==> config.mk <==
export PLATFORM = sky130hd
export DESIGN_NAME = fpu_trans_top
export DESIGN_NICKNAME = d
export VERILOG_FILES = /design/src/hw/trans_fmt_pkg.sv /design/src/hw/trans_op_pkg.sv /design/src/hw/trans_skid_buffer.sv /design/src/hw/cordic_engine.sv /design/src/hw/sqrt_engine.sv /design/src/hw/trans_dispatch.sv /design/src/hw/fpu_trans_top.sv
export SDC_FILE = /design/constraint.sdc
export NUM_CORES = 1
export LEC_CHECK = 0
export ABC_AREA = 1
export BUFFER_PORTS_ARGS = -buffer_cell sky130_fd_sc_hd__buf_4
export CAP_MARGIN = 15
export CORE_AREA = 4 4 292 294
export DETAILED_ROUTE_END_ITERATION = 16
export DIE_AREA = 0 0 296 298
export HOLD_SLACK_MARGIN = 0.06
export MAX_ROUTING_LAYER = met4
export PLACE_DENSITY = 0.63
export SLEW_MARGIN = 40
export SYNTH_ARGS = -nofsm -noshare
export SYNTH_HDL_FRONTEND = slang
export SYNTH_HIERARCHICAL = 1
export SYNTH_SLANG_ARGS = --single-unit
==> constraint.sdc <==
create_clock -name clk -period 10.8 [get_ports clk]
set_input_delay 1.62 -clock clk [delete_from_list [all_inputs] [get_ports clk]]
set_output_delay 1.62 -clock clk [all_outputs]
set_load 0.03 [all_outputs]
==> src/hw/trans_fmt_pkg.sv <==
package trans_fmt_pkg;

    // ========================================================================
    // Q15.16 signed fixed-point word
    // ========================================================================

    localparam int FRAC_W = 16;
    localparam int WORD_W = 32;

    typedef logic signed [WORD_W-1:0] word_t;

    // pi/2 scaled by 2^16
    localparam word_t HALF_PI = 32'sd102944;

    // ========================================================================
    // CORDIC constants
    // ========================================================================

    localparam int CORDIC_ITERS = 16;

    // 1/K for 16 micro-rotations, loaded as the starting x in rotation mode
    localparam word_t CORDIC_GAIN_INV = 32'sd39797;

    // Entry i is atan(2^-i) scaled by 2^16, rounded to nearest
    localparam word_t ATAN_TABLE [CORDIC_ITERS] = '{
        32'sd51472, 32'sd30386, 32'sd16055, 32'sd8150,
        32'sd4091,  32'sd2047,  32'sd1024,  32'sd512,
        32'sd256,   32'sd128,   32'sd64,    32'sd32,
        32'sd16,    32'sd8,     32'sd4,     32'sd2
    };

    // ========================================================================
    // Square root
    // ========================================================================

    // Radicand is 48 bits after the Q15.16 shift, so the root has 24 bits
    localparam int SQRT_STEPS = 24;

endpackage

==> src/hw/trans_op_pkg.sv <==
package trans_op_pkg;

    import trans_fmt_pkg::*;

    // ========================================================================
    // Operation codes
    // ========================================================================

    // Codes 4 and 6..15 are not decoded and come back as errors
    typedef enum logic [3:0] {
        OP_SQRT   = 4'd0,
        OP_SIN    = 4'd1,
        OP_COS    = 4'd2,
        OP_SINCOS = 4'd3,
        OP_ATAN   = 4'd5
    } trans_op_e;

    // ========================================================================
    // Channel payloads
    // ========================================================================

    // Request word
    // operand_b is only read by ATAN (the y coordinate)
    typedef struct packed {
        trans_op_e op;
        word_t     operand_a;
        word_t     operand_b;
    } trans_req_t;

    // Response word
    // secondary carries cos for SINCOS, otherwise zero
    typedef struct packed {
        word_t primary;
        word_t secondary;
        logic  has_secondary;
        logic  error;
    } trans_rsp_t;

endpackage

==> src/hw/trans_skid_buffer.sv <==
`timescale 1ns/1ps

module trans_skid_buffer #(
    parameter type payload_t = logic [31:0]
) (
    input  logic     clk,
    input  logic     reset,
    input  logic     in_valid,
    output logic     in_ready,
    input  payload_t in_data,
    output logic     out_valid,
    input  logic     out_ready,
    output payload_t out_data
);

    // Main slot drives the output, skid slot catches data while stalled
    payload_t main_q;
    payload_t skid_q;
    logic     main_valid;
    logic     skid_valid;
    logic     in_fire;
    logic     main_free;

    // Ready comes straight from a flop, no path from out_ready
    assign in_ready  = ~skid_valid;
    assign out_valid = main_valid;
    assign out_data  = main_q;

    assign in_fire = in_valid & in_ready;

    // Main slot empties this cycle, or is already empty
    assign main_free = ~main_valid | out_ready;

    always_ff @(posedge clk or posedge reset) begin
        if (reset) begin
            main_valid <= 1'b0;
            skid_valid <= 1'b0;
        end else if (main_free) begin
            // Skid entry is older, it moves up first
            if (skid_valid) begin
                main_valid <= 1'b1;
                skid_valid <= 1'b0;
            end else begin
                main_valid <= in_fire;
            end
        end else if (in_fire) begin
            skid_valid <= 1'b1;
        end
    end

    always_ff @(posedge clk) begin
        if (main_free) begin
            main_q <= skid_valid ? skid_q : in_data;
        end else if (in_fire) begin
            skid_q <= in_data;
        end
    end

endmodule

==> src/hw/cordic_engine.sv <==
`timescale 1ns/1ps

module cordic_engine
    import trans_fmt_pkg::*;
(
    input  logic  clk,
    input  logic  reset,
    input  logic  start,
    input  logic  vectoring,
    input  word_t x_in,
    input  word_t y_in,
    input  word_t z_in,
    output logic  done,
    output word_t x_out,
    output word_t y_out,
    output word_t z_out
);

    // ========================================================================
    // Control
    // ========================================================================

    logic                            busy_q;
    logic                            vect_q;
    logic [$clog2(CORDIC_ITERS)-1:0] iter_q;
    logic                            last_iter;

    assign last_iter = (iter_q == CORDIC_ITERS - 1);

    always_ff @(posedge clk or posedge reset) begin
        if (reset) begin
            busy_q <= 1'b0;
            vect_q <= 1'b0;
            iter_q <= '0;
            done   <= 1'b0;
        end else begin
            // Done is a single-cycle pulse
            done <= 1'b0;
            if (start && !busy_q) begin
                busy_q <= 1'b1;
                vect_q <= vectoring;
                iter_q <= '0;
            end else if (busy_q) begin
                iter_q <= iter_q + 1'b1;
                if (last_iter) begin
                    busy_q <= 1'b0;
                    done   <= 1'b1;
                end
            end
        end
    end

    // ========================================================================
    // Micro-rotation datapath
    // ========================================================================

    word_t x_q;
    word_t y_q;
    word_t z_q;
    word_t x_sh;
    word_t y_sh;
    logic  dir_pos;

    // Arithmetic shifts keep the sign of x and y
    assign x_sh = x_q >>> iter_q;
    assign y_sh = y_q >>> iter_q;

    // Rotation drives z toward zero, vectoring drives y toward zero
    assign dir_pos = vect_q ? y_q[WORD_W-1] : ~z_q[WORD_W-1];

    always_ff @(posedge clk) begin
        if (start && !busy_q) begin
            x_q <= x_in;
            y_q <= y_in;
            z_q <= z_in;
        end else if (busy_q) begin
            if (dir_pos) begin
                x_q <= x_q - y_sh;
                y_q <= y_q + x_sh;
                z_q <= z_q - ATAN_TABLE[iter_q];
            end else begin
                x_q <= x_q + y_sh;
                y_q <= y_q - x_sh;
                z_q <= z_q + ATAN_TABLE[iter_q];
            end
        end
    end

    // Results stay valid from done until the next start
    assign x_out = x_q;
    assign y_out = y_q;
    assign z_out = z_q;

endmodule

==> src/hw/sqrt_engine.sv <==
`timescale 1ns/1ps

module sqrt_engine
    import trans_fmt_pkg::*;
(
    input  logic  clk,
    input  logic  reset,
    input  logic  start,
    input  word_t radicand,
    output logic  done,
    output word_t root
);

    // Control
    logic                          busy_q;
    logic [$clog2(SQRT_STEPS)-1:0] step_q;

    always_ff @(posedge clk or posedge reset) begin
        if (reset) begin
            busy_q <= 1'b0;
            step_q <= '0;
            done   <= 1'b0;
        end else begin
            done <= 1'b0;
            if (start && !busy_q) begin
                busy_q <= 1'b1;
                step_q <= '0;
            end else if (busy_q) begin
                step_q <= step_q + 1'b1;
                if (step_q == SQRT_STEPS - 1) begin
                    busy_q <= 1'b0;
                    done   <= 1'b1;
                end
            end
        end
    end

    // ========================================================================
    // Restoring square root, one root bit per cycle
    // ========================================================================

    logic [WORD_W+FRAC_W-1:0] opnd_q;
    logic [SQRT_STEPS:0]      rem_q;
    logic [SQRT_STEPS-1:0]    root_q;
    logic [SQRT_STEPS+2:0]    rem_sh;
    logic [SQRT_STEPS+2:0]    trial;
    logic                     fits;

    // Bring down the next two radicand bits
    assign rem_sh = {rem_q, opnd_q[WORD_W+FRAC_W-1 -: 2]};
    // Trial divisor is 4*root + 1
    assign trial  = {1'b0, root_q, 2'b01};
    assign fits   = (rem_sh >= trial);

    always_ff @(posedge clk) begin
        if (start && !busy_q) begin
            // Scale by 2^16 so the root comes out in Q15.16
            opnd_q <= {radicand, {FRAC_W{1'b0}}};
            rem_q  <= '0;
            root_q <= '0;
        end else if (busy_q) begin
            opnd_q <= opnd_q << 2;
            // Remainder never exceeds 2*root, so the top bits drop safely
            rem_q  <= fits ? (SQRT_STEPS+1)'(rem_sh - trial) : (SQRT_STEPS+1)'(rem_sh);
            root_q <= {root_q[SQRT_STEPS-2:0], fits};
        end
    end

    // Root is non-negative, pad with zeros
    assign root = {{(WORD_W-SQRT_STEPS){1'b0}}, root_q};

endmodule

==> src/hw/trans_dispatch.sv <==
`timescale 1ns/1ps

module trans_dispatch
    import trans_fmt_pkg::*;
    import trans_op_pkg::*;
(
    input  logic       clk,
    input  logic       reset,
    input  logic       req_valid,
    output logic       req_ready,
    input  trans_req_t req,
    output logic       rsp_valid,
    input  logic       rsp_ready,
    output trans_rsp_t rsp,
    output logic       cordic_start,
    output logic       cordic_vectoring,
    output word_t      cordic_x,
    output word_t      cordic_y,
    output word_t      cordic_z,
    input  logic       cordic_done,
    input  word_t      cordic_x_res,
    input  word_t      cordic_y_res,
    input  word_t      cordic_z_res,
    output logic       sqrt_start,
    output word_t      sqrt_radicand,
    input  logic       sqrt_done,
    input  word_t      sqrt_root
);

    typedef enum logic [1:0] {
        S_IDLE,
        S_WAIT_CORDIC,
        S_WAIT_SQRT,
        S_RESPOND
    } state_e;

    state_e     state_q;
    trans_op_e  op_q;
    trans_rsp_t rsp_q;
    logic       accept;
    logic       req_err;

    assign req_ready = (state_q == S_IDLE);
    assign rsp_valid = (state_q == S_RESPOND);
    assign rsp       = rsp_q;
    assign accept    = req_valid & req_ready;

    // ========================================================================
    // Operand checks, engines only ever see legal requests
    // ========================================================================

    always_comb begin
        unique case (req.op)
            OP_SIN, OP_COS, OP_SINCOS: begin
                req_err = (req.operand_a > HALF_PI) || (req.operand_a < -HALF_PI);
            end
            // x must be strictly positive
            OP_ATAN: req_err = (req.operand_a <= 0);
            OP_SQRT: req_err = (req.operand_a < 0);
            default: req_err = 1'b1;
        endcase
    end

    // ========================================================================
    // Routing FSM
    // ========================================================================

    always_ff @(posedge clk or posedge reset) begin
        if (reset) begin
            state_q          <= S_IDLE;
            op_q             <= OP_SQRT;
            cordic_start     <= 1'b0;
            cordic_vectoring <= 1'b0;
            sqrt_start       <= 1'b0;
        end else begin
            // Start strobes last one cycle
            cordic_start <= 1'b0;
            sqrt_start   <= 1'b0;
            unique case (state_q)
                S_IDLE: begin
                    if (accept) begin
                        op_q <= req.op;
                        if (req_err) begin
                            state_q <= S_RESPOND;
                        end else if (req.op == OP_SQRT) begin
                            sqrt_start <= 1'b1;
                            state_q    <= S_WAIT_SQRT;
                        end else begin
                            cordic_start     <= 1'b1;
                            cordic_vectoring <= (req.op == OP_ATAN);
                            state_q          <= S_WAIT_CORDIC;
                        end
                    end
                end
                S_WAIT_CORDIC: if (cordic_done) state_q <= S_RESPOND;
                S_WAIT_SQRT:   if (sqrt_done) state_q <= S_RESPOND;
                // Hold until the output buffer takes the response
                S_RESPOND:     if (rsp_ready) state_q <= S_IDLE;
                default:       state_q <= S_IDLE;
            endcase
        end
    end

    // ========================================================================
    // Engine operands and response assembly
    // ========================================================================

    always_ff @(posedge clk) begin
        if (accept) begin
            // Rotation starts from (1/K, 0, angle), vectoring from (x, y, 0)
            if (req.op == OP_ATAN) begin
                cordic_x <= req.operand_a;
                cordic_y <= req.operand_b;
                cordic_z <= '0;
            end else begin
                cordic_x <= CORDIC_GAIN_INV;
                cordic_y <= '0;
                cordic_z <= req.operand_a;
            end
            sqrt_radicand <= req.operand_a;
            // Error response is ready in the next cycle
            rsp_q       <= '0;
            rsp_q.error <= req_err;
        end else if (state_q == S_WAIT_CORDIC && cordic_done) begin
            unique case (op_q)
                OP_COS:  rsp_q.primary <= cordic_x_res;
                OP_ATAN: rsp_q.primary <= cordic_z_res;
                OP_SINCOS: begin
                    rsp_q.primary       <= cordic_y_res;
                    rsp_q.secondary     <= cordic_x_res;
                    rsp_q.has_secondary <= 1'b1;
                end
                default: rsp_q.primary <= cordic_y_res;
            endcase
        end else if (state_q == S_WAIT_SQRT && sqrt_done) begin
            rsp_q.primary <= sqrt_root;
        end
    end

endmodule

==> src/hw/fpu_trans_top.sv <==
`timescale 1ns/1ps

module fpu_trans_top
    import trans_fmt_pkg::*;
    import trans_op_pkg::*;
(
    input  logic       clk,
    input  logic       reset,
    input  logic       req_valid,
    output logic       req_ready,
    input  trans_req_t req,
    output logic       rsp_valid,
    input  logic       rsp_ready,
    output trans_rsp_t rsp
);

    // Buffered request and response channels
    logic       in_valid, in_ready, out_valid, out_ready;
    trans_req_t in_req;
    trans_rsp_t out_rsp;

    // Engine hookup
    logic  cordic_start, cordic_vectoring, cordic_done;
    word_t cordic_x, cordic_y, cordic_z;
    word_t cordic_x_res, cordic_y_res, cordic_z_res;
    logic  sqrt_start, sqrt_done;
    word_t sqrt_radicand, sqrt_root;

    trans_skid_buffer #(.payload_t(trans_req_t)) u_req_buf (
        .clk(clk), .reset(reset),
        .in_valid(req_valid), .in_ready(req_ready), .in_data(req),
        .out_valid(in_valid), .out_ready(in_ready), .out_data(in_req)
    );

    trans_dispatch u_dispatch (
        .clk(clk), .reset(reset),
        .req_valid(in_valid), .req_ready(in_ready), .req(in_req),
        .rsp_valid(out_valid), .rsp_ready(out_ready), .rsp(out_rsp),
        .cordic_start(cordic_start), .cordic_vectoring(cordic_vectoring),
        .cordic_x(cordic_x), .cordic_y(cordic_y), .cordic_z(cordic_z),
        .cordic_done(cordic_done), .cordic_x_res(cordic_x_res),
        .cordic_y_res(cordic_y_res), .cordic_z_res(cordic_z_res),
        .sqrt_start(sqrt_start), .sqrt_radicand(sqrt_radicand),
        .sqrt_done(sqrt_done), .sqrt_root(sqrt_root)
    );

    cordic_engine u_cordic (
        .clk(clk), .reset(reset), .start(cordic_start), .vectoring(cordic_vectoring),
        .x_in(cordic_x), .y_in(cordic_y), .z_in(cordic_z), .done(cordic_done),
        .x_out(cordic_x_res), .y_out(cordic_y_res), .z_out(cordic_z_res)
    );

    sqrt_engine u_sqrt (
        .clk(clk), .reset(reset), .start(sqrt_start), .radicand(sqrt_radicand),
        .done(sqrt_done), .root(sqrt_root)
    );

    trans_skid_buffer #(.payload_t(trans_rsp_t)) u_rsp_buf (
        .clk(clk), .reset(reset),
        .in_valid(out_valid), .in_ready(out_ready), .in_data(out_rsp),
        .out_valid(rsp_valid), .out_ready(rsp_ready), .out_data(rsp)
    );

endmodule

==> impl_results.md <==
* Final worst-path cycle share at 0.5383
* Vertical die dimension at 298 um
* CTS resizes at 0
* Highest clock rate at 0.1720 GHz
* Max Buffers Root-to-Sink at 3
* Area Overhead vs Synth at 11.13%
* Vias post-DR at 32350
* Initial Util at 0.4664
* Startpoint type of the worst setup path: register
* Layout filler cell count at 7877
* Worst Hold Path Cells at 0
* Worst-path fanout max at 53
* Type of the tightest min-delay check: register to register
* Sum of overflow across all layers after global routing at 0
* Number of design rule violations left after detail routing at 0
* Setup slack of the most critical reg-to-reg path at 4990 ps
* Setup total negative slack at 0 ps
* Vias per Instance at 5.481
* Number of buffers inserted by hold repair at cts at 0
* Max Transition Viols Final at 0
* Fraction of final layout cells with drive strength greater than 1 at 0.09436
* Rows at 106
* Number of sinks driven by the clock tree at 666
* Most common library cells after synthesis: nand2_1, edfxtp_1, inv_1
* Worst R2R Path Depth at 24
* Final-report setup violation count at 0
* Antenna violations before repair at 0
* Worst Skew at 54.69 ps
* Critical Path RT at 11180 ps
* Clock tree root buffer cell: clkbuf_16
* Skew-Pair Late Insertion Delay at 640 ps
* Number of hold-slack violations in the final timing report at 0
* Netlist Area Pre-Place at 38660 sq um
* Placeable Area at 82890 sq um
* Wirelength per Cell at 20.15 um
* Share of synthesized area occupied by flip-flops and latches at 0.4843
* Via count of the first global-routing pass at 29660
* Main flop type after synthesis: edfxtp_1
* Number of synthesized flops with an enable pin at 525
* # H-tree levels at 3
* Clock-pin slew of the registers on the worst-case setup and hold paths at 60 ps
* Clock buffers created by TritonCTS at 75
* Count of boundary I/O pins at 140
* First-pass GRT wire length at 179.4 mm
* Area of combinational cells with multiple inputs at 17440 sq um
* Width of the chip at 296 um
* Final min period at 5813 ps
* Inserted Diodes at 0
* Unrepaired setup endpoints after global routing: false
* Kind of critical path: register to register
* Library cell with the highest instance count after synthesis: nand2_1
* Number of buffers inserted by port buffering at 139
* Layout net count at 4978
* Number of post-CTS setup repair buffers at 0
* Transition at the pin with the smallest max-transition slack at 839.0 ps
* Total non-filler cell area in the finished layout at 42960 sq um
* DIE AREA at 88210 sq um
* Detailed Route Iter0 Violations at 3608
* Final HPWL from detailed placement at 88.85 mm
* Avg Inst Size Synth at 8.242 sq um
* Area leader, netlist: edfxtp_1
* Status: finished, final reports clean
* Count of synthesis-stage warnings from yosys at 6
* TritonCTS clock tree: done
* Post-place instance area at 40390 sq um
* Worst Hold Slack at 445.9 ps
* Mapped Cells at 4691
* Remaining max-slew budget at the tightest pin at 0.4406
* Number of max-cap violations at 0
* Post-synthesis sequential element count at 666
* Library cells used by synthesis at 62
* Data arrival at the endpoint of the critical path at 6190 ps
* First-pass iteration count of the detailed router at 5
* Routability Congestion at 1.003
* Cell types occupying the most area after synthesis: edfxtp_1, nand2_1, dfxtp_1, nand3_1, ha_1
* Antenna-violating nets left at 0
* Final wirelength at 118.9 mm
* Top-area cell type share of the netlist area at 0.4078
* GRT Util Overall at 0.2722
* CP Capture Type: register
* Share of synthesized registers carrying an async set or reset at 0.04054
* Sequential cell area in the final layout at 18730 sq um
* Pin count of the biggest net entering global routing at 84
[cell type report]
cell class / count / area share
sequential: 666 / 0.4359
multi-input combinational: 3429 / 0.4060
clock buffer: 96 / 0.04744
inverter: 419 / 0.03707
tap: 1080 / 0.03145
timing repair buffer: 169 / 0.02988
clock inverter: 43 / 0.01220
[flip-flops by register name, indices dropped and copies added, names as in the netlist, 66 cells and up]
signal	count
u_req_buf/out_data	68
u_req_buf/skid_q	68
u_rsp_buf/skid_q	66
u_rsp_buf/out_data	66
u_dispatch/rsp	66
[through the flow]
step,setup WS [ps],instances,util
3_5_place_dp,5259,5763,0.4872
5_1_grt,4679,5902,0.5183
2_1_floorplan,4198,4698,-
3_3_place_gp,5317,5763,0.4870
4_1_cts,5223,5902,0.5182
6_report,4987,5902,0.5183
[cell families (layout without fill, tap and decap cells)]
group,Yosys count,after routing,synth area share
and+or+nand+nor,2538,2538,0.2745
DFF,666,666,0.4843
buffers and inverters,603,727,0.06689
AOI/OAI and AO/OA,573,573,0.08728
adders and majority gates,146,146,0.04783
xor gates and xnor gates,134,134,0.03036
muxes,30,30,0.008738
other,1,8,0.00009699
[critical path: stages, from the launching register on]
cell      delay (ps)
dfrtp_2          660
inv_2            270
buf_4            560
ha_1             280
nor2_1           100
nor2_1           110
inv_1             80
a31oi_4          190
ha_1             170
inv_1             50
nor3_1           240
inv_1             80
nor3_2           190
nand3_2          200
o21ai_0          370
ha_1             390
a21oi_1          230
o21ai_0          180
inv_1             90
o21ai_0           90
a221oi_1         240
o21ai_0          260
or2_2            350
nand3_1           70
nand2_1           60
[per-layer routing]
metal  track usage  vias to the layer above  wire length, um
li1              -                    15790                -
met3       0.03459                      209             8688
met1        0.4027                    15080            55620
met5             -                        -                0
met2        0.3756                     1267            48750
met4        0.1146                        0             5865
[placed cells by master (no fill, tap or decap), types with 22 or more instances in the layout]
master        n
edfxtp_1    525
nor2_1      374
mux2_2       30
inv_1       393
a21oi_1     187
nand3_1     388
nand2_1    1558
dfxtp_1     114
a31oi_1      28
dfrtp_1      22
buf_4       165
o22ai_1      26
clkbuf_16    77
nor3_1       41
xnor2_1      68
xor2_1       66
ha_1        143
o21ai_1      28
o21ai_0     196
nand4_1      75
[final timing paths]
| check | startpoint | endpoint |
|---|---|---|
| worst max-delay path | u_cordic/iter_q[1] | u_cordic/z_out[27] |
| worst min-delay path | u_dispatch/rsp[22] | u_rsp_buf/skid_q[22] |
| worst max register to register | u_cordic/iter_q[1] | u_cordic/z_out[27] |
| worst min register to register | u_dispatch/rsp[22] | u_rsp_buf/skid_q[22] |
| max in group asynchronous | reset | u_dispatch/cordic_vectoring |
| min in group asynchronous | reset | u_rsp_buf/out_valid |
Power is not shown: default switching activity piles up to over one toggle a cycle in this logic, so the estimate is an artifact.
